`config.mk`:
```
export PLATFORM = sky130hd
export DESIGN_NAME = coef_fifo
export DESIGN_NICKNAME = d
export VERILOG_FILES = /design/src/rtl/gat_pkg.sv /design/src/rtl/coef_fifo.sv
export VERILOG_INCLUDE_DIRS = /design/src /design/src/include
export SDC_FILE = /design/constraint.sdc
export NUM_CORES = 1
export LEC_CHECK = 0
export BUFFER_PORTS_ARGS = -buffer_cell sky130_fd_sc_hd__buf_2
export CELL_PAD_IN_SITES_DETAIL_PLACEMENT = 1
export CELL_PAD_IN_SITES_GLOBAL_PLACEMENT = 2
export CORE_MARGIN = 8
export CORE_UTILIZATION = 41
export DETAILED_ROUTE_END_ITERATION = 10
export PLACE_DENSITY_LB_ADDON = 0.1
export SKIP_CTS_REPAIR_TIMING = 1
export SLEW_MARGIN = 40
export SYNTH_ARGS = -nofsm -noshare
export SYNTH_HDL_FRONTEND = slang
export SYNTH_SLANG_ARGS = --single-unit
export TNS_END_PERCENT = 1
```
`constraint.sdc`:
```
create_clock -name clk -period 1.7 [get_ports clk]
set_input_delay 0.17 -clock clk [delete_from_list [all_inputs] [get_ports clk]]
set_output_delay 0.17 -clock clk [all_outputs]
set_load 0.005 [all_outputs]
```
`src/include/gat_defines.svh`:
```
`ifndef GAT_DEFINES_SVH
`define GAT_DEFINES_SVH

// Layer dimensions
`define GAT_F_IN          8
`define GAT_F_OUT         4
`define GAT_MAX_NODES     4

// Datapath widths
`define GAT_DATA_W        8
`define GAT_COL_W         3
`define GAT_WH_W          20
`define GAT_SCORE_W       32
`define GAT_FEAT_W        32
`define GAT_SG_W          8

// Coefficient quantization
`define GAT_COEF_SHIFT    10
`define GAT_LRELU_SHIFT   3

// W matrix followed by a_hi and a_lo
`define GAT_WEIGHT_DEPTH  (`GAT_F_IN * `GAT_F_OUT + 2 * `GAT_F_OUT)
`define GAT_H_ADDR_W      12
`define GAT_NODE_ADDR_W   10
`define GAT_COEF_DEPTH    8

`endif

```
`src/rtl/gat_pkg.sv`:
```
`include "gat_defines.svh"

package gat_pkg;

  typedef logic signed [`GAT_DATA_W-1:0]       data_t;
  typedef logic signed [`GAT_WH_W-1:0]         wh_elem_t;
  typedef logic signed [`GAT_FEAT_W-1:0]       feat_t;
  typedef logic [$clog2(`GAT_MAX_NODES)-1:0]   slot_t;
  typedef logic [$clog2(`GAT_MAX_NODES+1)-1:0] node_cnt_t;

  typedef struct packed {
    data_t                 value;
    logic [`GAT_COL_W-1:0] col;
  } h_entry_t;

  typedef struct packed {
    logic [$clog2(`GAT_F_IN+1)-1:0] row_len;
    node_cnt_t                      node_cnt;
    logic                           last;
  } node_info_t;

  typedef data_t [`GAT_F_OUT-1:0][`GAT_F_IN-1:0] weight_mat_t;

  typedef struct packed {
    data_t [`GAT_F_OUT-1:0] a_hi;
    data_t [`GAT_F_OUT-1:0] a_lo;
  } attn_vec_t;

  typedef wh_elem_t [`GAT_F_OUT-1:0] wh_row_t;

  typedef struct packed {
    logic    valid;
    logic    bank;
    slot_t   slot;
    wh_row_t data;
  } wh_req_t;

  typedef logic signed [`GAT_DATA_W-1:0] coef_t;
  typedef feat_t [`GAT_F_OUT-1:0] feat_vec_t;

  typedef enum logic [1:0] {WH_IDLE, WH_INFO, WH_FETCH, WH_WRITE} wh_state_e;
  typedef enum logic [1:0] {AG_IDLE, AG_READ, AG_ACCUM, AG_EMIT} aggr_state_e;

endpackage

```
`src/rtl/coef_fifo.sv`:
```
`timescale 1ns/100ps
`include "gat_defines.svh"

module coef_fifo import gat_pkg::*; (
  input  logic  clk,
  input  logic  rst_n,
  input  logic  wr_i,
  input  coef_t din_i,
  input  logic  rd_i,
  output coef_t dout_o,
  output logic  empty_o,
  output logic  full_o
);

  localparam int DEPTH = `GAT_COEF_DEPTH;
  localparam int PW    = $clog2(DEPTH);

  coef_t         mem [DEPTH];
  logic [PW-1:0] wr_ptr;
  logic [PW-1:0] rd_ptr;
  logic [PW:0]   count;

  assign empty_o = (count == '0);
  assign full_o  = (count == (PW+1)'(DEPTH));
  assign dout_o  = mem[rd_ptr];

  always_ff @(posedge clk or negedge rst_n) begin
    if (!rst_n) begin
      wr_ptr <= '0;
      rd_ptr <= '0;
      count  <= '0;
    end else begin
      if (wr_i) begin
        wr_ptr <= wr_ptr + 1'b1;
      end
      if (rd_i) begin
        rd_ptr <= rd_ptr + 1'b1;
      end
      case ({wr_i, rd_i})
        2'b10:   count <= count + 1'b1;
        2'b01:   count <= count - 1'b1;
        default: count <= count;
      endcase
    end
  end

  always_ff @(posedge clk) begin
    if (wr_i) begin
      mem[wr_ptr] <= din_i;
    end
  end

  a_no_overflow : assert property (@(posedge clk) disable iff (!rst_n) wr_i |-> !full_o);
  a_no_underflow : assert property (@(posedge clk) disable iff (!rst_n) rd_i |-> !empty_o);

endmodule

```
; Yosys cells after proc, flatten, opt, wreduce, memory -nomap -nowiden
; Memories as Yosys holds them, arrays and structs flattened.
; Cells that the tools add are included.
[word_totals]
ff_bits = 10
memories = 1
out_inout_bits = 10
word_cells = 16
input_bits = 12
ramBits = 64
[mem_list]
columns = name, depth, word_bits, rd, rd_ports_with_merged_regs, write_ports, line
row1 = mem, 8, 8, 1, 0, 1, coef_fifo.sv:18  ; coef_t mem [DEPTH];
[classes]
mux = 3
reduce_logical = 2
n_eq_ne = 3
n_addsub = 4
[ops]
columns = cell, count
row1 = $pmux 4 s2, 1
row2 = $add 3x1->3 const B, 2
row3 = $add 4x1->4 const B, 1
row4 = $eq 4x4->1 const B, 1
row5 = $logic_not 4->1, 1
row6 = $sub 4x1->4 const B, 1
row7 = $eq 2x1->1 const B, 1
row8 = $eq 2x2->1 const B, 1
row9 = $mux 1, 2
row10 = $reduce_bool 2->1, 1

; Logic depth before layout (Yosys ltp)
[depth]
depth_word = 2
ltp_mapped = 8
depth_no_buf = 8

; Least setup slack after synthesis
; OpenSTA, ideal clock, no wires.
[synth_path]
kind = register to output
startpoint = reg rd_ptr[0]
endpoint = out dout_o[1]
setup_slack_ns = 0.111
t_required_ns = 1.530
stages_incl_launch_ff = 5
arrival_ns = 1.419
n_path_buf = 2
path_cell_list = dfrtp_1 buf_6 buf_12 mux4_1 mux2_2
[synth_between]
elab_chain_len = 1
[synth_rtl]
columns = item, line
row1 = start: declaration, coef_fifo.sv:20  ; logic [PW-1:0] rd_ptr;
row2 = start signal: assignment, coef_fifo.sv:37  ; rd_ptr <= rd_ptr + 1'b1;
row3 = $mem_v2 8x8, n/a
row4 = end: declaration, coef_fifo.sv:10  ; output coef_t dout_o,
; No other way between the ends.

; Final worst setup path
[layout_path]
startpoint = reg rd_ptr[0]
endpoint = out dout_o[0]
; The elaborated chain is that of the path after synthesis.

==> results.ini <==
[global_route]
antenna_found_initial=0
gr-total-overflow=0
grt_pass1_vias=1624
grt_max_degree=17
track_usage=0.123
grt_pass1_wl_um=9060

[drt]
via_per_inst=5.07
drcViolationCount=0
drt_iter0_markers=72
postRouteAntennaNets=0
wire_per_inst_um=20.1
vias=1521
dr.pass1.iters=5
wirelength_um=6020

[timing]
setup-tns-final_ns=-2.64
tightestPinTransition_ns=0.371
setup_viol=8
hold_viol_final=0
final.period_utilization=1.20
skew_ns=0.00436
slew_violations=0
rsz0062_at_grt=true
max_slew_margin=0.750
fin_ws_ns=-0.346
fmax_mhz=489
period_minus_slack_ns=2.05

[layout]
layout-drive-gt1-share=0.423
fin_nets=213
multi_input_area_um2=776
regArea_mm2=0.00217
fillers=715
diodes=0
syn_to_final_growth_pct=19.4

[synthesis]
synthArstFlopShare=0.135
synth_cell_types=25
synth.area.top_cells=edfxtp_1 (63%), mux4_1 (11%), dfrtp_1 (8.3%)
synth.most_common_cell=edfxtp_1
ys_seq_area_frac=0.716
ys.flop_type=edfxtp_1
synth_top_area_cell=edfxtp_1
synth_edf_count=64
syn_area_mm2=0.00303
synth-seq-cells=74
synth_top_cell_area_share=0.634
postSynthAreaPerCell_um2=20.5
ys_warn_count=0
synth_commonest_cells=edfxtp_1 (64), mux4_1 (13), mux2_2 (11)
syn_inst=148
synth_fp_nets=165

[clocking]
path_clk_slew_ns=0.08
clk_latency_ns=0.34
numCtsBuffers=9
cts-root-buf=clkbuf_8
h-tree-depth=3
cts_tree=done
clockBufferDepth=2
cts.sinks=74

[run_status]
status=finished, violations left
failed_checks=setup timing

[floorplan]
dieArea_mm2=0.0104
die_w_um=102
coreArea_mm2=0.00721
rows=31
start_util=0.420
die_y_um=102
boundaryPins=22

[critical_path]
crit_type=register to output pin
critical-path-slowest-cell=mux4_2
worst-r2r-cell-count=4
cp-end-kind=output pin
startpoint_type=register
worstPathArrival_ns=1.88
worst_ep_required_time_ns=1.53
path_cells=clkbuf_16, mux4_2, mux2_4, buf_6
crit_path_max_fanout=8
slowest_delay_ns=0.51

[pwr]
leakage_nw=1.30
pwr-share-seq=0.418
p_sw_frac=0.284
p_switching_mw=1.75
clkPwrFrac=0.241
peakVddDrop_mv=0.667
finalPower_mw=6.16
power_density_mw_per_mm2=1700
p_comb_frac=0.341
p_int_mw=4.41

[placement]
dpl.hpwl_um=4020
port_buffers=21
place_ws_ns=-0.0385
gp_congestion=0.726

[min_path]
hp-class=input pin to register
hold_depth=2

[flow_run]
drv_cap=0

==> power groups by stage <==
stage / registers, mW / clock network, mW / logic [mW]
after floorplan: 2.49 / 0 / 1.23
after detailed placement: 2.59 / 0 / 1.84
after global routing: 2.61 / 1.59 / 2.29
after CTS: 2.55 / 1.53 / 1.85
final: 2.57 / 1.48 / 2.10
after global placement: 2.55 / 0 / 1.80
==> stage by stage <==
step | hold WS, ns | util | std cells | area [um^2]
after global routing | 0.0717 | 0.502 | 300 | 3620
after CTS | -0.328 | 0.497 | 297 | 3590
after detailed placement | 0.0517 | 0.467 | 281 | 3370
final | 0.0757 | 0.502 | 300 | 3620
after floorplan | -0.126 | - | 148 | 3030
after global placement | 0.0482 | 0.467 | 281 | 3370
==> cells in the final DEF, fill, tap and decap left out, types with 2 or more instances in the layout <==
cell / instances
edfxtp_1: 64
nand2_1: 5
xor2_1: 6
ha_1: 5
dfrtp_1: 9
mux4_2: 16
xnor2_1: 3
mux2_2: 7
clkbuf_8: 9
nand2b_1: 4
bufinv_16: 2
nor2_1: 7
buf_6: 4
buf_2: 17
nor3_1: 2
mux2_4: 4
buf_4: 19
==> final cells by class <==
| class | count | share of cell area |
|---|---|---|
| Inverter | 1 | 0.00104 |
| Clock inverter | 6 | 0.0249 |
| Timing Repair Buffer | 43 | 0.0905 |
| Tap cell | 99 | 0.0342 |
| Multi-Input combinational cell | 67 | 0.214 |
| Clock buffer | 10 | 0.0352 |
| Sequential cell | 74 | 0.600 |
==> sequential cells by signal, summed over array words and instances, names as in the netlist <==
signal  cells
wr_ptr      3
count       4
mem        64
rd_ptr      3
==> metal layers <==
metal,up-vias,share of wire,global-route usage
met3,4,0.025,0.0327
met5,-,0,0
met4,0,0.0083,0.0609
met2,30,0.52,0.205
met1,805,0.44,0.144
li1,682,-,-
==> cell families (layout without fill, tap and decap cells) <==
family | after synthesis | after routing | synth area share
AOI/OAI and AO/OA | 3 | 3 | 0.00536
adders and majority gates | 5 | 5 | 0.0206
muxes | 27 | 27 | 0.176
DFF | 74 | 74 | 0.716
buffers and inverters | 7 | 60 | 0.0169
xor gates and xnor gates | 9 | 9 | 0.0260
and+or+nand+nor | 23 | 23 | 0.0392
==> final timing paths <==
path / start / to / slack, ns
max: rd_ptr[0] / dout_o[0] / -0.35
min: rd_i / rd_ptr[0] / 0.08
max reg2reg: count[0] / count[3] / 0.23
min reg2reg: wr_ptr[0] / wr_ptr[0] / 0.53
max in group asynchronous: rst_n / rd_ptr[0] / 1.25
min in group asynchronous: rst_n / wr_ptr[1] / 0.24
==> critical path: cells and delay by family (launching register included) <==
family	cells	cell delay, ns
mux	2	0.78
buf+inv	2	0.31
flops	1	0.45
No activity file was read; power rests on OpenSTA's default activity.
