File: src/include/gat_defines.svh
`ifndef GAT_DEFINES_SVH
`define GAT_DEFINES_SVH

// Layer dimensions
`define GAT_F_IN          8
`define GAT_F_OUT         4
`define GAT_MAX_NODES     4

// Datapath widths
`define GAT_DATA_W        8
`define GAT_COL_W         3
`define GAT_WH_W          20
`define GAT_SCORE_W       32
`define GAT_FEAT_W        32
`define GAT_SG_W          8

// Coefficient quantization
`define GAT_COEF_SHIFT    10
`define GAT_LRELU_SHIFT   3

// W matrix followed by a_hi and a_lo
`define GAT_WEIGHT_DEPTH  (`GAT_F_IN * `GAT_F_OUT + 2 * `GAT_F_OUT)
`define GAT_H_ADDR_W      12
`define GAT_NODE_ADDR_W   10
`define GAT_COEF_DEPTH    8

`endif

File: src/rtl/gat_pkg.sv
`include "gat_defines.svh"

package gat_pkg;

  typedef logic signed [`GAT_DATA_W-1:0]       data_t;
  typedef logic signed [`GAT_WH_W-1:0]         wh_elem_t;
  typedef logic signed [`GAT_FEAT_W-1:0]       feat_t;
  typedef logic [$clog2(`GAT_MAX_NODES)-1:0]   slot_t;
  typedef logic [$clog2(`GAT_MAX_NODES+1)-1:0] node_cnt_t;

  typedef struct packed {
    data_t                 value;
    logic [`GAT_COL_W-1:0] col;
  } h_entry_t;

  typedef struct packed {
    logic [$clog2(`GAT_F_IN+1)-1:0] row_len;
    node_cnt_t                      node_cnt;
    logic                           last;
  } node_info_t;

  typedef data_t [`GAT_F_OUT-1:0][`GAT_F_IN-1:0] weight_mat_t;

  typedef struct packed {
    data_t [`GAT_F_OUT-1:0] a_hi;
    data_t [`GAT_F_OUT-1:0] a_lo;
  } attn_vec_t;

  typedef wh_elem_t [`GAT_F_OUT-1:0] wh_row_t;

  typedef struct packed {
    logic    valid;
    logic    bank;
    slot_t   slot;
    wh_row_t data;
  } wh_req_t;

  typedef logic signed [`GAT_DATA_W-1:0] coef_t;
  typedef feat_t [`GAT_F_OUT-1:0] feat_vec_t;

  typedef enum logic [1:0] {WH_IDLE, WH_INFO, WH_FETCH, WH_WRITE} wh_state_e;
  typedef enum logic [1:0] {AG_IDLE, AG_READ, AG_ACCUM, AG_EMIT} aggr_state_e;

endpackage

File: src/rtl/wh_mem_arbiter.sv
`timescale 1ns/100ps
`include "gat_defines.svh"

module wh_mem_arbiter import gat_pkg::*; (
  input  logic       clk,
  input  logic       rst_n,
  input  wh_req_t    wr_req_i,
  input  logic       rd_req_i,
  input  logic       rd_bank_i,
  input  slot_t      rd_slot_i,
  input  logic       bank_release_i,
  output logic       rd_gnt_o,
  output wh_row_t    rd_data_o,
  output logic [1:0] bank_busy_o
);

  wh_row_t mem [2*`GAT_MAX_NODES];

  // Writer has fixed priority, a losing read retries
  assign rd_gnt_o = rd_req_i && !wr_req_i.valid;

  always_ff @(posedge clk or negedge rst_n) begin
    if (!rst_n) begin
      bank_busy_o <= 2'b00;
    end else begin
      if (bank_release_i) begin
        bank_busy_o[rd_bank_i] <= 1'b0;
      end
      if (wr_req_i.valid) begin
        bank_busy_o[wr_req_i.bank] <= 1'b1;
      end
    end
  end

  always_ff @(posedge clk) begin
    if (wr_req_i.valid) begin
      mem[{wr_req_i.bank, wr_req_i.slot}] <= wr_req_i.data;
    end
    if (rd_gnt_o) begin
      rd_data_o <= mem[{rd_bank_i, rd_slot_i}];
    end
  end

  // Reads only hit a filled bank
  a_rd_gnt : assert property (@(posedge clk) disable iff (!rst_n)
    rd_gnt_o |-> bank_busy_o[rd_bank_i]);

  a_bank_free : assert property (@(posedge clk) disable iff (!rst_n)
    (wr_req_i.valid && (wr_req_i.slot == '0)) |-> !bank_busy_o[wr_req_i.bank]);

endmodule

File: config.mk
export PLATFORM = sky130hd
export DESIGN_NAME = wh_mem_arbiter
export DESIGN_NICKNAME = d
export VERILOG_FILES = /design/src/rtl/gat_pkg.sv /design/src/rtl/wh_mem_arbiter.sv
export VERILOG_INCLUDE_DIRS = /design/src /design/src/include
export SDC_FILE = /design/constraint.sdc
export NUM_CORES = 1
export LEC_CHECK = 0
export ABC_AREA = 1
export BUFFER_PORTS_ARGS = -buffer_cell sky130_fd_sc_hd__buf_2
export CAP_MARGIN = 15
export CORE_MARGIN = 1.5
export CORE_UTILIZATION = 35
export CTS_CLUSTER_DIAMETER = 150
export DETAILED_ROUTE_END_ITERATION = 12
export PLACE_DENSITY = 0.54
export SYNTH_ARGS = -nofsm -noshare
export SYNTH_HDL_FRONTEND = slang
export SYNTH_SLANG_ARGS = --single-unit
File: constraint.sdc
create_clock -name clk -period 3.95 [get_ports clk]
set_input_delay 0.1975 -clock clk [delete_from_list [all_inputs] [get_ports clk]]
set_output_delay 0.1975 -clock clk [all_outputs]
set_load 0.05 [all_outputs]
Word-level counts from Yosys, hierarchy flattened

Memories as Yosys holds them, arrays and structs flattened. A register that Yosys moved wholly into a read port is not among the register bits.
Index checks and enable logic that the tools add are counted.

Mux-type cells: 8
Reductions and logical operators: 4
Bitwise operators: 3
$lt $le $gt $ge: 4

Operators by type and width:

| cell                 | number |
|---|---|
| $lt A1 B2 Y1 const B | 2 |
| $mux W1              | 4 |
| $mux W2              | 2 |
| $logic_and A1 B1 Y1  | 3 |
| $and A2 B2 Y2        | 1 |
| $demux W1 S1         | 2 |
| $ge A1 B1 Y1 const B | 2 |
| $not A2 Y2           | 1 |
| $or A2 B2 Y2         | 1 |
| $logic_not A1 Y1     | 1 |

Register bits after elaboration: 2
Memories kept: 1
RAM bits: 640
Word-level logic and storage cells: 21
Output and inout bits: 83

Memories:

| name | depth | width | read ports | clocked after memory_dff | write ports | RTL line             | text |
|---|---|---|---|---|---|---|---|
| mem  | 8     | 80    | 1          | 1                        | 1           | wh_mem_arbiter.sv:17 | `` wh_row_t mem [2*`GAT_MAX_NODES]; `` |

Logic depth before layout (Yosys ltp)

Word-level depth: 9
Mapped depth: 9

Worst setup path before layout

Ideal clock, no wire load.

Kind: input -> register
Start: in rd_req_i
End: reg rd_data_o[0] (netlist name), read port of mem (enable)
Stages on the path: 2
Buffers on the path: 0
Setup slack: -802 ps
Arrival: 4201 ps
Required time: 3399 ps
Setup time: 551 ps
Cells stage by stage: inv_1 nor2_1

Cells in the longest elaborated chain, start to end: 1

Ends and longest elaborated chain:

| what                | RTL line             | text |
|---|---|---|
| from (decl)         | wh_mem_arbiter.sv:8  | `input logic rd_req_i,` |
| $logic_and A1 B1 Y1 | wh_mem_arbiter.sv:20 | `assign rd_gnt_o = rd_req_i && !wr_req_i.valid;` |
| via rd_gnt_o        | wh_mem_arbiter.sv:12 | `output logic rd_gnt_o,` |
| to (decl)           | wh_mem_arbiter.sv:13 | `output wh_row_t rd_data_o,` |

The timed path passes the listed nets, and every way through them passes these cells.

Final worst setup path

Start: in wr_req_i[83] (netlist name)
End: out rd_gnt_o

Cells in the longest elaborated chain, start to end: 2

Ends and longest elaborated chain:

| what                | RTL line             | text |
|---|---|---|
| from (decl)         | wh_mem_arbiter.sv:7  | `input wh_req_t wr_req_i,` |
| $logic_not A1 Y1    | wh_mem_arbiter.sv:20 |  |
| $logic_and A1 B1 Y1 | wh_mem_arbiter.sv:20 |  |
| to (decl)           | wh_mem_arbiter.sv:12 |  |

Every way passes these cells.

==> reports/metrics.cfg <==
[route]
wl_per_cell_um = 16.8
vias = 18877
drt_pre_antenna_iters = 7
detail_route.drc_violations = 0
routed_wl_mm = 72.8
first_iter_violations = 1236
avgViaCountPerCell = 4.36
ant_nets = 0

[worst_setup_path]
reg2reg_depth = 3
crit_fanout = 14
start_kind = input port
reg2reg_from = bank_busy_o[0]
crit_path_end_kind = output pin
crit_type = in2out
r2r_end = bank_busy_o[0]
arrival_ns = 1.92
rrSetupSlack_ns = 2.71
startpoint = wr_req_i[83]
cp.required_ns = 3.75

[outcome]
outcome = completed

[synthesis]
netlist_area_mm2 = 0.0304
netlist_instances = 2872
syn_nets = 2963
ys_warn_count = 0
yosysSeqAreaShare = 0.713
syn_avg_cell_area_um2 = 10.6
synth_cell_types = 15
synth-seq-cells = 722

[global_route]
overflow = 0
track_usage = 0.165
antenna_found_initial = 11
grt_max_degree = 141
grt_pass1_wl_mm = 112
grt_pass1_vias = 18368

[clock_network]
worstSkewPairLatency_ns = 0.62
clockBufferDepth = 3
clk_pin_slew_ns = 0.06
cts_root_buf = clkbuf_16
cts_htree_levels = 3
cts_buffers = 80
clkSinkCount = 722
cts.repair.resized = 0
cts_tree = built

[cells_and_area]
drive_gt1_frac = 0.101
post-route-util = 0.419
final_common_cell = nand2_1
n_fill_cell = 8091
final_cell_mix = nand2_1, edfxtp_1, inv_1
syn_to_final_growth_pct = 18.0
fin_nets = 3211

[hold_path]
worstHoldPathType = in2reg
min_to = rd_data_o[33]
min-delay-start = rd_req_i
worstHoldPathCells = 3

[place]
hpwl_mm = 35.5
gp_congestion = 0.713
port_buffers = 173

[timing]
worstMarginPinSlew_ns = 1.02
fin_worst_skew_ns = 0.0229
fin_crit_ns = 2.12
finalMaxSlewViolations = 0
hold_ws_ns = 0.108
timing.fmax_mhz = 472
post-route-period-util = 0.536
hold_violations = 0
setup_violations = 0
rsz0062_at_grt = no
tns_ns = 0
relSlewSlack = 0.321

[pwr]
powerDensity_mw_per_mm2 = 479
p_int_mw = 13.3
ir_drop_v = 0.000274
power.share.combinational = 0.073
p_leak_nw = 16.0
seq_power_share = 0.513
swShare = 0.229
clockPowerShare = 0.414
p_switching_mw = 3.93
power_mw = 17.2

[floorplanning]
dieArea_mm2 = 0.0886
floorplan.initialDensity = 0.355
core_area_mm2 = 0.0855
io_pins = 174
die_h_um = 298
die-width_um = 298
rows = 107

[run]
drv_cap = 0

==> worst max-delay path, stage by stage <==
cell and delay (ns):
dlygate4sd3_1 0.55, buf_2 0.15, nor2_4 0.61, buf_2 0.40
==> layer usage <==
metal | part of all wire | global-route usage | vias to the layer above
li1 | - | - | 9505
met1 | 0.46 | 0.217 | 8929
met2 | 0.48 | 0.281 | 339
met3 | 0.043 | 0.0276 | 96
met4 | 0.018 | 0.0453 | 8
met5 | 0.00065 | 0 | -
==> cells in the mapped netlist, drive strengths merged <==
library cell     n  share of area
nand2         1045           0.13
inv            648          0.080
nor2             9         0.0011
or2              1        0.00021
nand3          320          0.053
edfxtp         720           0.71
buf            113          0.021
clkbuf          10         0.0012
o21ai            4        0.00066
dfrtp            2         0.0016
==> final cells by class <==
class / instances / area (um^2) / area share
clock buffers: 104 / 2160 / 0.0601
inverters: 648 / 2450 / 0.0683
clock inverters: 40 / 318 / 0.00886
diodes: 5 / 12.5 / 0.000349
multi-input cells: 1379 / 5650 / 0.158
well taps: 1144 / 1430 / 0.0399
flip-flops and latches: 722 / 21700 / 0.604
repair buffers: 289 / 2170 / 0.0605
==> worst max-delay path by stage <==
stage,cells after the start,endpoint
5_1_grt,4,rd_gnt_o
6_report,4,rd_gnt_o
3_5_place_dp,8,rd_data_o[28]
4_1_cts,4,rd_gnt_o
3_3_place_gp,7,rd_data_o[28]
2_1_floorplan,3,mem[0][0]
==> cell families after synthesis <==
group	count (synthesis)	synth area share
buf+inv	771	0.103
flops	722	0.713
compound gates	4	0.000659
simple gates	1375	0.183
==> stage by stage <==
step	instances	setup slack (ns)	instance area, um^2
2_1_floorplan	2872	-0.446	30400
4_1_cts	4326	1.82	35800
3_5_place_dp	4096	1.50	32500
5_1_grt	4331	1.75	35900
6_report	4331	1.83	35900
3_3_place_gp	4096	1.50	32500
==> flip-flops by register name, indices dropped and copies added, names as in the netlist <==
register / cells
bank_busy_o: 2
mem: 640
rd_data_o: 80
==> what timing repair did <==
action,CTS,global route
setup buffers,0,0
hold buffers,86,0
endpoints found under the hold margin,644,0
==> power by group through the flow <==
| stage | registers, mW | clock network [mW] | logic (mW) |
|---|---|---|---|
| final | 8.81 | 7.11 | 1.26 |
| after global routing | 8.83 | 7.61 | 1.41 |
| after CTS | 8.81 | 7.31 | 1.29 |
| after detailed placement | 8.97 | 0 | 1.21 |
| after global placement | 8.97 | 0 | 1.20 |
| after floorplan | 9.13 | 0 | 0.618 |
No activity file was read; power rests on OpenSTA's default activity.
