`config.mk`:
```
export PLATFORM = sky130hd
export DESIGN_NAME = coef_engine
export DESIGN_NICKNAME = d
export VERILOG_FILES = /design/src/rtl/gat_pkg.sv /design/src/rtl/coef_engine.sv
export VERILOG_INCLUDE_DIRS = /design/src /design/src/include
export SDC_FILE = /design/constraint.sdc
export NUM_CORES = 2
export LEC_CHECK = 0
export BUFFER_PORTS_ARGS = -buffer_cell sky130_fd_sc_hd__buf_2
export CAP_MARGIN = 20
export CORE_ASPECT_RATIO = 1.4
export CORE_MARGIN = 5
export CORE_UTILIZATION = 35
export CTS_BUF_LIST = sky130_fd_sc_hd__clkbuf_16
export DETAILED_ROUTE_END_ITERATION = 8
export PLACE_DENSITY = 0.5
export SETUP_SLACK_MARGIN = 0.3
export SLEW_MARGIN = 0
export SYNTH_ARGS = -nofsm -noshare
export SYNTH_HDL_FRONTEND = slang
export SYNTH_SLANG_ARGS = --single-unit
```
`constraint.sdc`:
```
create_clock -name clk -period 8.13 [get_ports clk]
set_input_delay 1.626 -clock clk [delete_from_list [all_inputs] [get_ports clk]]
set_output_delay 1.626 -clock clk [all_outputs]
set_load 0.05 [all_outputs]
```
`src/include/gat_defines.svh`:
```
`ifndef GAT_DEFINES_SVH
`define GAT_DEFINES_SVH

// Layer dimensions
`define GAT_F_IN          8
`define GAT_F_OUT         4
`define GAT_MAX_NODES     4

// Datapath widths
`define GAT_DATA_W        8
`define GAT_COL_W         3
`define GAT_WH_W          20
`define GAT_SCORE_W       32
`define GAT_FEAT_W        32
`define GAT_SG_W          8

// Coefficient quantization
`define GAT_COEF_SHIFT    10
`define GAT_LRELU_SHIFT   3

// W matrix followed by a_hi and a_lo
`define GAT_WEIGHT_DEPTH  (`GAT_F_IN * `GAT_F_OUT + 2 * `GAT_F_OUT)
`define GAT_H_ADDR_W      12
`define GAT_NODE_ADDR_W   10
`define GAT_COEF_DEPTH    8

`endif

```
`src/rtl/gat_pkg.sv`:
```
`include "gat_defines.svh"

package gat_pkg;

  typedef logic signed [`GAT_DATA_W-1:0]       data_t;
  typedef logic signed [`GAT_WH_W-1:0]         wh_elem_t;
  typedef logic signed [`GAT_FEAT_W-1:0]       feat_t;
  typedef logic [$clog2(`GAT_MAX_NODES)-1:0]   slot_t;
  typedef logic [$clog2(`GAT_MAX_NODES+1)-1:0] node_cnt_t;

  typedef struct packed {
    data_t                 value;
    logic [`GAT_COL_W-1:0] col;
  } h_entry_t;

  typedef struct packed {
    logic [$clog2(`GAT_F_IN+1)-1:0] row_len;
    node_cnt_t                      node_cnt;
    logic                           last;
  } node_info_t;

  typedef data_t [`GAT_F_OUT-1:0][`GAT_F_IN-1:0] weight_mat_t;

  typedef struct packed {
    data_t [`GAT_F_OUT-1:0] a_hi;
    data_t [`GAT_F_OUT-1:0] a_lo;
  } attn_vec_t;

  typedef wh_elem_t [`GAT_F_OUT-1:0] wh_row_t;

  typedef struct packed {
    logic    valid;
    logic    bank;
    slot_t   slot;
    wh_row_t data;
  } wh_req_t;

  typedef logic signed [`GAT_DATA_W-1:0] coef_t;
  typedef feat_t [`GAT_F_OUT-1:0] feat_vec_t;

  typedef enum logic [1:0] {WH_IDLE, WH_INFO, WH_FETCH, WH_WRITE} wh_state_e;
  typedef enum logic [1:0] {AG_IDLE, AG_READ, AG_ACCUM, AG_EMIT} aggr_state_e;

endpackage

```
`src/rtl/coef_engine.sv`:
```
`timescale 1ns/100ps
`include "gat_defines.svh"

module coef_engine import gat_pkg::*; (
  input  logic      clk,
  input  logic      rst_n,
  input  attn_vec_t attn_i,
  input  wh_row_t   row_i,
  input  logic      row_vld_i,
  input  logic      row_last_i,
  output coef_t     coef_o,
  output logic      coef_wr_o
);

  localparam int SW = `GAT_SCORE_W;
  localparam logic signed [SW-1:0] SAT_MAX = SW'(127);
  localparam logic signed [SW-1:0] SAT_MIN = -SW'(128);

  logic signed [SW-1:0] dot_hi;
  logic signed [SW-1:0] dot_lo;
  logic signed [SW-1:0] self_hi;
  logic signed [SW-1:0] score;
  logic signed [SW-1:0] relu;
  logic signed [SW-1:0] scaled;
  coef_t                sat;
  logic                 first;
  logic                 s1_vld;

  always_comb begin
    dot_hi = '0;
    dot_lo = '0;
    for (int o = 0; o < `GAT_F_OUT; o++) begin
      dot_hi = dot_hi + $signed(attn_i.a_hi[o]) * $signed(row_i[o]);
      dot_lo = dot_lo + $signed(attn_i.a_lo[o]) * $signed(row_i[o]);
    end
  end

  // Leaky ReLU, scale down, clamp to a byte
  always_comb begin
    relu   = score[SW-1] ? (score >>> `GAT_LRELU_SHIFT) : score;
    scaled = relu >>> `GAT_COEF_SHIFT;
    if (scaled > SAT_MAX) begin
      sat = SAT_MAX[`GAT_DATA_W-1:0];
    end else if (scaled < SAT_MIN) begin
      sat = SAT_MIN[`GAT_DATA_W-1:0];
    end else begin
      sat = scaled[`GAT_DATA_W-1:0];
    end
  end

  always_ff @(posedge clk or negedge rst_n) begin
    if (!rst_n) begin
      first     <= 1'b1;
      s1_vld    <= 1'b0;
      coef_wr_o <= 1'b0;
    end else begin
      s1_vld    <= row_vld_i;
      coef_wr_o <= s1_vld;
      if (row_vld_i) begin
        first <= row_last_i;
      end
    end
  end

  // Target node term is taken from the first row
  always_ff @(posedge clk) begin
    if (row_vld_i) begin
      if (first) begin
        self_hi <= dot_hi;
      end
      score <= (first ? dot_hi : self_hi) + dot_lo;
    end
    if (s1_vld) begin
      coef_o <= sat;
    end
  end

endmodule

```
Word-level counts from Yosys, hierarchy flattened
Cells that the tools add are included.

operators by class
  $add $sub $neg = 7
  multiply operators = 8
  $lt $le $gt $ge = 2
  mux-type cells = 3

operator list
  cell                   count
  $mul A8 B20 Y28        8
  $mux W32               2
  $add A30 B28 Y31       2
  $add A29 B28 Y30       2
  $add A28 B28 Y29       2
  $add A32 B31 Y32       1
  $gt A22 B8 Y1 const B  1
  $lt A22 B8 Y1 const B  1
  $mux W8                1

storage, ports and cells
  register bits after elaboration = 75
  bits of input ports = 148
  output and inout port bits = 9

Logic depth before layout (Yosys ltp)
  depth after elaboration = 6
  depth in mapped cells = 51

Worst setup path before layout
OpenSTA, ideal clock, no wires.

  path type = in2reg
  start point = input port attn_i[34] (netlist bit)
  end point = register score[31] (data pin)
  setup time = 0.259 ns
  arrival time = 14.341 ns
  setup slack = -6.470 ns
  stages on the path = 48
  path buffers = 1
  cell sequence = clkbuf_1 -> nand2_1 -> fa_1 -> inv_1 -> fa_1 -> inv_1 -> fa_1 -> fa_1 -> inv_1 -> fa_1 -> fa_1 -> fa_1 -> inv_1 -> fa_1 -> inv_1 -> ha_1 -> a2111o_1 -> o211a_1 -> [12 not listed] -> fa_1 -> inv_1 -> fa_1 -> inv_1 -> fa_1 -> inv_1 -> fa_1 -> inv_1 -> ha_1 -> a21o_1 -> a21oi_1 -> o21ai_0 -> or3_1 -> o211a_1 -> o31a_1 -> a311oi_2 -> o21bai_1 -> xnor2_1

on the way
  longest elaborated chain between the ends = 6

ends and longest elaborated chain
  what                    line               source
  start: declaration      coef_engine.sv:7   input attn_vec_t attn_i,
  $mul A8 B20 Y28         coef_engine.sv:33  dot_hi = dot_hi + $signed(attn_i.a_hi[o]) * $signed(row_i[o]);
  $add A28 B28 Y29        coef_engine.sv:33
  $add A29 B28 Y30        coef_engine.sv:33
  $add A30 B28 Y31        coef_engine.sv:33
  $mux W32                n/a
  $add A32 B31 Y32        coef_engine.sv:71  score <= (first ? dot_hi : self_hi) + dot_lo;
  end signal: assignment  coef_engine.sv:71
  end: declaration        coef_engine.sv:22  logic signed [SW-1:0] score;

No other way between the ends.
A chain may end at the register's enable or synchronous reset.

Worst setup path after layout
  start point = input port attn_i[61] (netlist bit)
  end point = register score[30] (data pin)

on the way
  longest elaborated chain between the ends = 4

ends and longest elaborated chain
  what              line
  $mul A8 B20 Y28   coef_engine.sv:33
  $add A30 B28 Y31  coef_engine.sv:33
  $mux W32          n/a
  $add A32 B31 Y32  coef_engine.sv:71

No other way between the ends.

==> impl_metrics.toml <==
[synthesis]
ys_types = 56
syn_area_per_cell_um2 = 9.521
synth_ff_type = "edfxtp_1"
synth-warning-count = 0
synth_nets = 6925
async_flop_share_pct = 4.615
synthesis.instances = 5103
synth_edf_count = 62
synth_seq_cells = 65
yosysTopAreaCellShare_pct = 58.47
yosysTopAreaCell = "fa_1"
synth_area_leaders = "fa_1 (58%), inv_1 (12%), ha_1 (6.6%)"
yosysSeqAreaShare_pct = 3.989
syn_area_um2 = 48590

[finish]
final_cells = 7536
syn_to_final_growth_pct = 20.65
multiInputGateArea_um2 = 41130
drive_gt1_share_pct = 19.31
fin_nets = 7556
nFillCells = 13810
seqCellArea_um2 = 1938

[setup_path]
reg2reg_depth = 24
cp_common_cell = "fa_1"
end_kind = "register"
slowest_delay_ns = 0.55
r2r_slack_ns = 0.20
reg2reg_to = "score[30]"
worstPathRequired_ns = 8.26
r2r-start = "first"
worstPathArrival_ns = 14.52
start_kind = "primary input"
crit_family = "adder cells"
cp_num_cells = 49
cp_max_fo = 5
crit_type = "in2reg"
crit_buf_inv = 15
cp_slowest_cell = "fa_1"

[sta]
holdWs_ns = 0.5752
relSlewSlack_pct = 32.97
setup_viol = 35
grt_setup_unrepaired = "yes"
fin_ws_ns = -6.260
max_freq_mhz = 69.49
tightest_slew_ns = 1.006
fin_skew_ns = 0.01753
min_period_ns = 14.39
hold_violations = 0
drv_slew = 0
post-route-period-util_pct = 177.0

[global_route]
grt_max_degree = 57
grt_usage_pct = 23.05
grt_pass1_wl_um = 251200
grt_pass1_vias = 40010
antenna_found_initial = 19
overflow = 0

[placed_design]
io_buffers = 156
gp_congestion = 0.9133
dp.cells = 7455
hpwl_um = 149500

[clock_tree]
cts_hold_buf = 0
tritoncts = "built"
clkSinkCount = 65
htreeDepth = 3
path_clk_slew_ns = 0.08
clk_latency_ns = 0.39
cts_buffer_depth = 2
clock-root-buffer = "clkbuf_16"
cts_buffers = 9

[die]
core_um2 = 137800
die_y_um = 450.9
dieArea_um2 = 146500
die_w_um = 324.9
start_util_pct = 35.26
num_rows = 161
ios = 157

[worst_hold_path]
worstHoldStart = "self_hi[5]"
min_to = "self_hi[5]"
min_path_cells = 1
holdCritPathClass = "reg2reg"

[drt]
drt-wirelength-per-cell_um = 21.89
ant_nets = 0
vias_per_cell = 4.660
vias = 35110
drc = 0
drt_wl_total_um = 165000
drtPass1Iterations = 6
drt-initial-drc-count = 1676

[run]
max-cap-violations = 0

[outcome]
violations = "setup timing"
status = "complete, but fails checks"
-- kinds of logic after synthesis --
family	share of synthesized area, %
adder cells (fa/ha/maj)	65.03
buffers and inverters	13.53
flip-flops	3.989
AO/OA/AOI/OAI	1.882
AND/OR/NAND/NOR	13.50
XOR/XNOR	1.257
multiplexers	0.8060
-- flip-flops by register name, summed over array words and instances (netlist names) --
| signal | flops |
|---|---|
| first | 1 |
| score | 22 |
| coef_wr_o | 1 |
| self_hi | 32 |
| s1_vld | 1 |
| coef_o | 8 |
-- layout make-up --
type                       count  share of cell area [%]
antenna                        4                 0.01708
clock buffer                   9                  0.3842
timing repair buffer         837                   12.38
sequential                    65                   3.306
inverter                    1535                   9.829
clock inverter                 7                 0.09178
tap                         1793                   3.827
multi-input combinational   3286                   70.17
-- cell usage in the layout, fill, tap and decap left out, types with 45 or more instances in the layout --
cell type and count:
and2_1 358, buf_12 63, buf_2 97, buf_4 596, buf_6 45, edfxtp_1 62, fa_1 1365, fa_2 54
ha_1 233, inv_1 1503, nand2_1 746, nand2b_1 119
-- repair_timing --
action / in CTS / in global routing
pin swaps: 88 / 101
gates cloned: 3 / 4
gates resized for setup: 215 / 169
setup endpoints to repair: 44 / 44
buffers inserted: 29 / 25
-- worst max path at each step --
stage | startpoint | end
after global routing | attn_i[61] | score[30]
after floorplan | attn_i[58] | score[31]
after CTS | attn_i[61] | score[29]
after detailed placement | attn_i[58] | score[31]
after global placement | attn_i[58] | score[31]
final | attn_i[61] | score[30]
-- routing by layer --
metal / vias up / GRT usage, % / share of wire, %
met1: 18520 / 25.61 / 35
met5: - / 0 / 0.041
met3: 320 / 1.856 / 2.9
met4: 10 / 12.07 / 7.2
met2: 816 / 43.80 / 54
li1: 15450 / - / -
-- synth_stat cells, drive strengths merged, types with 14 or more instances --
cell,instances
fa,1419
mux2,25
o21ai,36
xor2,20
nor2b,36
xnor2,42
clkbuf,215
nand2b,119
a21o,14
nor2,45
a21oi,32
edfxtp,62
ha,255
and2,376
nand2,764
inv,1535
-- through the flow --
stage	worst slack (ns)	setup TNS, ns	instance area, um^2	util (%)
6_report	-6.260	-128.93	58620	42.54
5_1_grt	-6.603	-138.31	58620	42.54
4_1_cts	-6.286	-128.83	57740	41.91
3_5_place_dp	-7.020	-154.98	56370	40.91
3_3_place_gp	-7.051	-155.06	56370	40.91
2_1_floorplan	-6.070	-113.25	49240	-
Power is not shown: default switching activity piles up to over one toggle a cycle in this logic, so the estimate is an artifact.
