===== src/include/gat_defines.svh =====
`ifndef GAT_DEFINES_SVH
`define GAT_DEFINES_SVH

// Layer dimensions
`define GAT_F_IN          8
`define GAT_F_OUT         4
`define GAT_MAX_NODES     4

// Datapath widths
`define GAT_DATA_W        8
`define GAT_COL_W         3
`define GAT_WH_W          20
`define GAT_SCORE_W       32
`define GAT_FEAT_W        32
`define GAT_SG_W          8

// Coefficient quantization
`define GAT_COEF_SHIFT    10
`define GAT_LRELU_SHIFT   3

// W matrix followed by a_hi and a_lo
`define GAT_WEIGHT_DEPTH  (`GAT_F_IN * `GAT_F_OUT + 2 * `GAT_F_OUT)
`define GAT_H_ADDR_W      12
`define GAT_NODE_ADDR_W   10
`define GAT_COEF_DEPTH    8

`endif


===== src/rtl/gat_pkg.sv =====
`include "gat_defines.svh"

package gat_pkg;

  typedef logic signed [`GAT_DATA_W-1:0]       data_t;
  typedef logic signed [`GAT_WH_W-1:0]         wh_elem_t;
  typedef logic signed [`GAT_FEAT_W-1:0]       feat_t;
  typedef logic [$clog2(`GAT_MAX_NODES)-1:0]   slot_t;
  typedef logic [$clog2(`GAT_MAX_NODES+1)-1:0] node_cnt_t;

  typedef struct packed {
    data_t                 value;
    logic [`GAT_COL_W-1:0] col;
  } h_entry_t;

  typedef struct packed {
    logic [$clog2(`GAT_F_IN+1)-1:0] row_len;
    node_cnt_t                      node_cnt;
    logic                           last;
  } node_info_t;

  typedef data_t [`GAT_F_OUT-1:0][`GAT_F_IN-1:0] weight_mat_t;

  typedef struct packed {
    data_t [`GAT_F_OUT-1:0] a_hi;
    data_t [`GAT_F_OUT-1:0] a_lo;
  } attn_vec_t;

  typedef wh_elem_t [`GAT_F_OUT-1:0] wh_row_t;

  typedef struct packed {
    logic    valid;
    logic    bank;
    slot_t   slot;
    wh_row_t data;
  } wh_req_t;

  typedef logic signed [`GAT_DATA_W-1:0] coef_t;
  typedef feat_t [`GAT_F_OUT-1:0] feat_vec_t;

  typedef enum logic [1:0] {WH_IDLE, WH_INFO, WH_FETCH, WH_WRITE} wh_state_e;
  typedef enum logic [1:0] {AG_IDLE, AG_READ, AG_ACCUM, AG_EMIT} aggr_state_e;

endpackage


===== src/rtl/aggregator.sv =====
`timescale 1ns/100ps
`include "gat_defines.svh"

module aggregator import gat_pkg::*; (
  input  logic                 clk,
  input  logic                 rst_n,
  input  logic                 start_i,
  input  logic                 sg_done_i,
  input  logic                 sg_bank_i,
  input  node_cnt_t            node_cnt_i,
  input  logic                 rd_gnt_i,
  input  wh_row_t              rd_data_i,
  input  coef_t                coef_i,
  input  logic                 coef_empty_i,
  input  logic [`GAT_SG_W-1:0] num_sg_i,
  output logic                 rd_req_o,
  output logic                 rd_bank_o,
  output slot_t                rd_slot_o,
  output logic                 coef_rd_o,
  output logic                 bank_release_o,
  output feat_vec_t            feat_o,
  output logic                 feat_vld_o,
  output logic [`GAT_SG_W-1:0] feat_sg_o,
  output logic                 done_o
);

  aggr_state_e state;
  logic [1:0]  pend;
  node_cnt_t   cnt_q [2];
  node_cnt_t   cur_cnt;
  coef_t       coef_r;

  // Only ask for a row once its coefficient is queued
  assign rd_req_o       = (state == AG_READ) && !coef_empty_i;
  assign coef_rd_o      = rd_req_o && rd_gnt_i;
  assign feat_vld_o     = (state == AG_EMIT);
  assign bank_release_o = (state == AG_EMIT);

  always_ff @(posedge clk or negedge rst_n) begin
    if (!rst_n) begin
      state     <= AG_IDLE;
      pend      <= 2'b00;
      rd_bank_o <= 1'b0;
      rd_slot_o <= '0;
      feat_sg_o <= '0;
      done_o    <= 1'b0;
    end else begin
      if (sg_done_i) begin
        pend[sg_bank_i] <= 1'b1;
      end
      case (state)
        AG_IDLE: begin
          if (!start_i) begin
            rd_bank_o <= 1'b0;
            feat_sg_o <= '0;
            done_o    <= 1'b0;
          end else if (pend[rd_bank_o]) begin
            pend[rd_bank_o] <= 1'b0;
            rd_slot_o       <= '0;
            state           <= AG_READ;
          end
        end
        AG_READ: begin
          if (coef_rd_o) begin
            state <= AG_ACCUM;
          end
        end
        AG_ACCUM: begin
          if (rd_slot_o == slot_t'(cur_cnt - 1'b1)) begin
            state <= AG_EMIT;
          end else begin
            rd_slot_o <= rd_slot_o + 1'b1;
            state     <= AG_READ;
          end
        end
        AG_EMIT: begin
          rd_bank_o <= !rd_bank_o;
          feat_sg_o <= feat_sg_o + 1'b1;
          if (feat_sg_o + 1'b1 == num_sg_i) begin
            done_o <= 1'b1;
          end
          state <= AG_IDLE;
        end
        default: state <= AG_IDLE;
      endcase
    end
  end

  always_ff @(posedge clk) begin
    if (sg_done_i) begin
      cnt_q[sg_bank_i] <= node_cnt_i;
    end
    if ((state == AG_IDLE) && pend[rd_bank_o]) begin
      cur_cnt <= cnt_q[rd_bank_o];
      feat_o  <= '0;
    end
    if (coef_rd_o) begin
      coef_r <= coef_i;
    end
    // Row data is back one cycle after the grant
    if (state == AG_ACCUM) begin
      for (int o = 0; o < `GAT_F_OUT; o++) begin
        feat_o[o] <= $signed(feat_o[o]) + $signed(coef_r) * $signed(rd_data_i[o]);
      end
    end
  end

  // A bank is never completed again while still queued
  a_queue : assert property (@(posedge clk) disable iff (!rst_n)
    sg_done_i |-> !pend[sg_bank_i]);

endmodule


===== config.mk =====
export PLATFORM = sky130hd
export DESIGN_NAME = aggregator
export DESIGN_NICKNAME = d
export VERILOG_FILES = /design/src/rtl/gat_pkg.sv /design/src/rtl/aggregator.sv
export VERILOG_INCLUDE_DIRS = /design/src /design/src/include
export SDC_FILE = /design/constraint.sdc
export NUM_CORES = 2
export LEC_CHECK = 0
export BUFFER_PORTS_ARGS = -buffer_cell sky130_fd_sc_hd__buf_4
export CAP_MARGIN = 20
export CORE_MARGIN = 2
export CORE_UTILIZATION = 55
export CTS_BUF_LIST = sky130_fd_sc_hd__clkbuf_4 sky130_fd_sc_hd__clkbuf_8 sky130_fd_sc_hd__clkbuf_16
export CTS_CLUSTER_SIZE = 40
export DETAILED_ROUTE_END_ITERATION = 16
export GPL_TIMING_DRIVEN = 0
export HOLD_SLACK_MARGIN = 0.12
export PLACE_DENSITY_LB_ADDON = 0.08
export SYNTH_ARGS = -nofsm -noshare
export SYNTH_HDL_FRONTEND = slang
export SYNTH_SLANG_ARGS = --single-unit

===== constraint.sdc =====
create_clock -name clk -period 6.85 [get_ports clk]
set_input_delay 0.3425 -clock clk [delete_from_list [all_inputs] [get_ports clk]]
set_output_delay 0.3425 -clock clk [all_outputs]
set_load 0.01 [all_outputs]

## After elaboration in Yosys (flattened, before gate mapping)

Memories as Yosys holds them, arrays and structs flattened. A register that Yosys moved wholly into a read port is not among the register bits.
Cells that the tools add are included.
W data, S select, Z words.

- Bitwise logic cells: 3
- Equality and inequality tests: 11
- Order comparisons: 4
- Mux-type cells: 29
- Add/subtract/negate cells: 7
- Multipliers: 4
- Reduce and logical (&&, ||, !) cells: 15

Operators by type and width:

| kind | number |
|---|---|
| $mux W128 | 2 |
| $add A32 B28 Y32 | 4 |
| $mul A8 B20 Y28 | 4 |
| $mux W2 | 11 |
| $pmux W8 S2 | 1 |
| $ne A2 B2 Y1 const B | 5 |
| $add A8 B1 Y8 const B | 1 |
| $eq A8 B8 Y1 | 1 |
| $mux W1 | 8 |
| $mux W8 | 1 |
| $pmux W2 S4 | 1 |
| $reduce_and A3 Y1 | 2 |
| $reduce_bool A2 Y1 | 3 |
| $logic_and A1 B1 Y1 | 5 |
| $eq A2 B2 Y1 const B | 2 |
| $lt A1 B2 Y1 const B | 2 |
| $pmux W1 S2 | 2 |
| $pmux W2 S2 | 1 |
| $reduce_and A4 Y1 | 1 |
| $add A2 B1 Y2 const B | 1 |
| $and A2 B2 Y2 | 1 |
| $demux W1 S1 | 2 |
| $eq A2 B1 Y1 const B | 1 |
| $eq A2 B2 Y1 | 1 |
| 8 further kinds | 10 |

- Input bits: 106
- Bits in writable memories: 6
- Logic and storage cells: 85
- Memories kept: 1
- Register bits after elaboration: 152
- Output and inout port bits: 144

Memories:

| name | depth | width | rd ports | clocked after Yosys merged registers in | wr ports | RTL line | source |
|---|---|---|---|---|---|---|---|
| cnt_q | 2 | 3 | 1 | 1 | 1 | aggregator.sv:29 | `node_cnt_t cnt_q [2];` |

## Logic depth before layout (Yosys ltp)

- Depth after elaboration: 10
- Mapped depth: 24

## Worst setup path before layout

No wires, ideal clock.

- Path kind: register to register
- From: register coef_r[0]
- To: register feat_o[93] (netlist name), data pin
- Path buffers: 3
- Setup time: 0.272 ns
- Arrival: 5.670 ns
- Path slack: 0.908 ns
- Data required time: 6.578 ns
- Stages on the path, launching flop included: 23
- Cells stage by stage: edfxtp_1 -> clkbuf_1 -> clkbuf_1 -> clkbuf_1 -> nand2_1 -> fa_1 -> inv_1 -> fa_1 -> inv_1 -> fa_1 -> inv_1 -> fa_1 -> fa_1 -> ha_1 -> a21oi_1 -> nor2b_1 -> or3_1 -> a31o_1 -> a211o_1 -> a21oi_4 -> o21ai_2 -> a311oi_2 -> a2111oi_2

- Cells in the longest elaborated chain, start to end: 3

RTL lines:

| what | RTL line | source |
|---|---|---|
| start: declaration | aggregator.sv:31 | `coef_t coef_r;` |
| start signal: assignment | aggregator.sv:98 | `coef_r <= coef_i;` |
| $mul A8 B20 Y28 | aggregator.sv:103 | `feat_o[o] <= $signed(feat_o[o]) + $signed(coef_r) * $signed(rd_data_i[o]);` |
| $add A32 B28 Y32 | aggregator.sv:103 |  |
| $mux W128 | aggregator.sv:101 | `if (state == AG_ACCUM) begin` |
| end signal: indexed assignment | aggregator.sv:103 |  |
| end: declaration | aggregator.sv:21 | `output feat_vec_t feat_o,` |

No other way between the ends.
A chain may end at the register's enable or synchronous reset.

## Worst setup path in the final report

- From: register coef_r[6]
- To: register feat_o[125] (netlist name), data pin

Same word-level chain as after synthesis.

==> impl_metrics.tcl <==
set metrics [dict create \
    status "finished, final reports clean" \
    post-dp-hpwl_um 74600 \
    drc_errors 0 \
    slowest_stage "clkbuf_1" \
    synth_top_family_by_area "adder cells" \
    synth_edf_count 142 \
    fin_cells 4283 \
    relSlewSlack_pct 21.2 \
    fin_crit_ns 6.66 \
    synth_cell_types 64 \
    dpl.cell_count 4227 \
    drive_gt1_share_pct 10.0 \
    worst_pin_slew_ns 1.18 \
    hold_violations 0 \
    crit_type "reg -> reg" \
    cp_cell_sequence "clkbuf_2 > clkbuf_1 > and2_1 > fa_1 > fa_1 > fa_1 > fa_1 > ha_1 > ha_1 > a211oi_1 > o211ai_1 > a21oi_1 > a21oi_1 > o32ai_2 > a21oi_1 > a211oi_1 > xor2_1 > nor2_1" \
    crit_arrival_ns 6.92 \
    grt_pass1_vias 25800 \
    syn_inst 3201 \
    grt.overflow.total 0 \
    grt_usage_pct 31.5 \
    clockRootBuffer "clkbuf_16" \
    crit_top_cell "fa_1" \
    drtIter0Drc 1479 \
    synthFlopType "edfxtp_1" \
    worstSetupStartpointType "register" \
    maxCapViolCount 0 \
    numClockSinks 158 \
    worstPathMaxFanout 10 \
    final_common_cell "fa_1" \
    h-tree-depth 4 \
    clk_pin_slew_ns 0.09 \
    core_area_sq_um 58900 \
    rows 89 \
    setup_viol 0 \
    num_io_pins 250 \
    port_buffers 248 \
    crit_family "adder cells" \
    final_nets 4567 \
    clk_latency_ns 0.53 \
    ys_async_sr_fraction_pct 10.1 \
    multiInputGateArea_sq_um 25700 \
    fp.dieArea_sq_um 61400 \
    grt_max_degree 59 \
    grt_pass1_wl_um 144000 \
    synth_top_area_cell "fa_1" \
    yosysSeqAreaShare_pct 14.3 \
    synth_area_leaders "fa_1 42%, edfxtp_1 13%, ha_1 11%" \
    synthMuxAreaShare_pct 0.237 \
    critical_path_buf_inv_count 2 \
    die_h_um 248 \
    fmax_ghz 0.150 \
    routedWlPerCell_um 21.2 \
    ys_ff_latch 158 \
    cp_data_required_time_ns 7.11 \
    cts_tree "built" \
    start_util_pct 55.5 \
    vias 23800 \
    fillers 4960 \
    post-route-period-util_pct 97.2 \
    ys_warn_count 0 \
    synth.top_cell.area_share_pct 42.1 \
    ant_nets 0 \
    synth-compound-area-share_pct 6.10 \
    finClkSkew_ns 0.0282 \
    seqCellArea_sq_um 4660 \
    yosys.area_share.xor_xnor_pct 3.24 \
    place.gp.congestion 0.939 \
    slew_viol_final 0 \
    hp-class "in -> async" \
    clk_path_buf_depth 2 \
    die_w_um 248 \
    rsz0062_at_grt "false" \
    final_cell_mix "688 x fa_1, 546 x inv_1, 386 x and2_1, 281 x ha_1, 258 x nand2_1" \
    syn_avg_cell_area_sq_um 10.2 \
    via_per_inst 5.56 \
    cts_buffers 17 \
    antenna_found_initial 9 \
    cpPeakStageDelay_ns 0.58 \
    yosys.area_share.simple_pct 16.0 \
    finalWirelength_um 91000 \
    synthAdderAreaFrac_pct 52.9 \
    syn_nets 4276 \
    dr.pass1.iters 7 \
    area_growth_pct 11.8 \
    syn-cell-area_sq_um 32700 \
    cp-end-kind "register" \
]
## flip-flops by register name, summed over array words and instances, names as in the netlist
signal and flops:
state 2, coef_r 8, feat_o 128, pend 2, feat_sg_o 8, rd_slot_o 2, cur_cnt 2, rd_bank_o 1
done_o 1, cnt_q 4
## stage by stage
step	hold WS, ns	area, sq um	setup slack, ns	TNS, ns	util, %
finish	0.221	36600	0.193	0	62.1
global route	0.223	36600	0.00409	0	62.1
CTS	0.198	36500	-0.0106	-0.0106	61.9
detailed placement	0.220	35700	-0.715	-12.22	60.5
global placement	0.214	35500	-1.11	-80.33	60.3
floorplan	0.0469	32700	0.908	0	-
## per-layer routing
metal  global-route usage, %  part of all wire, %  vias up
met5                       0                0.030        -
met4                    13.7                  5.0        4
met3                    5.67                  6.5      207
li1                        -                    -    10600
met1                    40.5                   39    12200
met2                    52.4                   49      782
## synth_stat cells, types with 19 or more instances
| cell type | count |
|---|---|
| and2_1 | 387 |
| clkbuf_1 | 87 |
| xor2_1 | 46 |
| a21oi_1 | 83 |
| nand3_1 | 19 |
| o21ai_0 | 70 |
| nor2b_1 | 89 |
| ha_1 | 281 |
| nor3_1 | 29 |
| fa_1 | 688 |
| a211oi_1 | 19 |
| xnor2_1 | 75 |
| nor2_1 | 146 |
| inv_1 | 546 |
| nand2b_1 | 26 |
| edfxtp_1 | 142 |
| nand2_1 | 258 |
| a21o_1 | 31 |
## path summary, 6_finish.rpt
kind / from / to / slack, ns / cells after the start
hold / removal: rst_n / done_o / 0.22 / 2
min in group clk: sg_done_i / cnt_q[1][0] / 0.23 / 2
hold reg to reg: pend[0] / pend[0] / 0.50 / 1
setup / recovery: coef_r[6] / feat_o[125] / 0.19 / 18
max in group asynchronous: rst_n / rd_slot_o[1] / 6.43 / 2
setup reg to reg: coef_r[6] / feat_o[125] / 0.19 / 18
## final cells by class
class | instances | area share (%)
Clock inverter | 15 | 0.551
Sequential cell | 158 | 12.8
Timing Repair Buffer | 274 | 5.97
Multi-Input combinational cell | 2408 | 70.3
Tap cell | 773 | 2.64
Clock buffer | 17 | 1.16
Antenna cell | 5 | 0.0342
Inverter | 547 | 5.61
Buffer | 86 | 1.00
## worst register-to-register path: cells and delay by family, from the launching register on
kind / cells / cell delay, ns
buf+inv: 2 / 1.03
compound gates: 7 / 1.95
simple gates: 2 / 0.31
fa+ha+maj: 6 / 2.51
xor+xnor: 1 / 0.18
flops: 1 / 0.43
## logic make-up (layout without fill, tap and decap cells)
| logic type | after synthesis | in the layout |
|---|---|---|
| XOR/XNOR | 121 | 121 |
| flip-flops | 158 | 158 |
| other | 0 | 5 |
| buffers and inverters | 635 | 939 |
| AO/OA/AOI/OAI | 306 | 306 |
| AND/OR/NAND/NOR | 1005 | 1005 |
| multiplexers | 7 | 7 |
| adder cells (fa/ha/maj) | 969 | 969 |
## what timing repair did
| action | 4_1_cts | 5_1_grt |
|---|---|---|
| hold buffers | 13 | 0 |
| setup buffers | 3 | 4 |
| pin swaps | 0 | 1 |
| cloned | 0 | 0 |
| hold endpoints to repair | 32 | 0 |
| resized for setup | 16 | 42 |
| endpoints found under the setup margin | 44 | 21 |
Power is not shown: default switching activity piles up to over one toggle a cycle in this logic, so the estimate is an artifact.
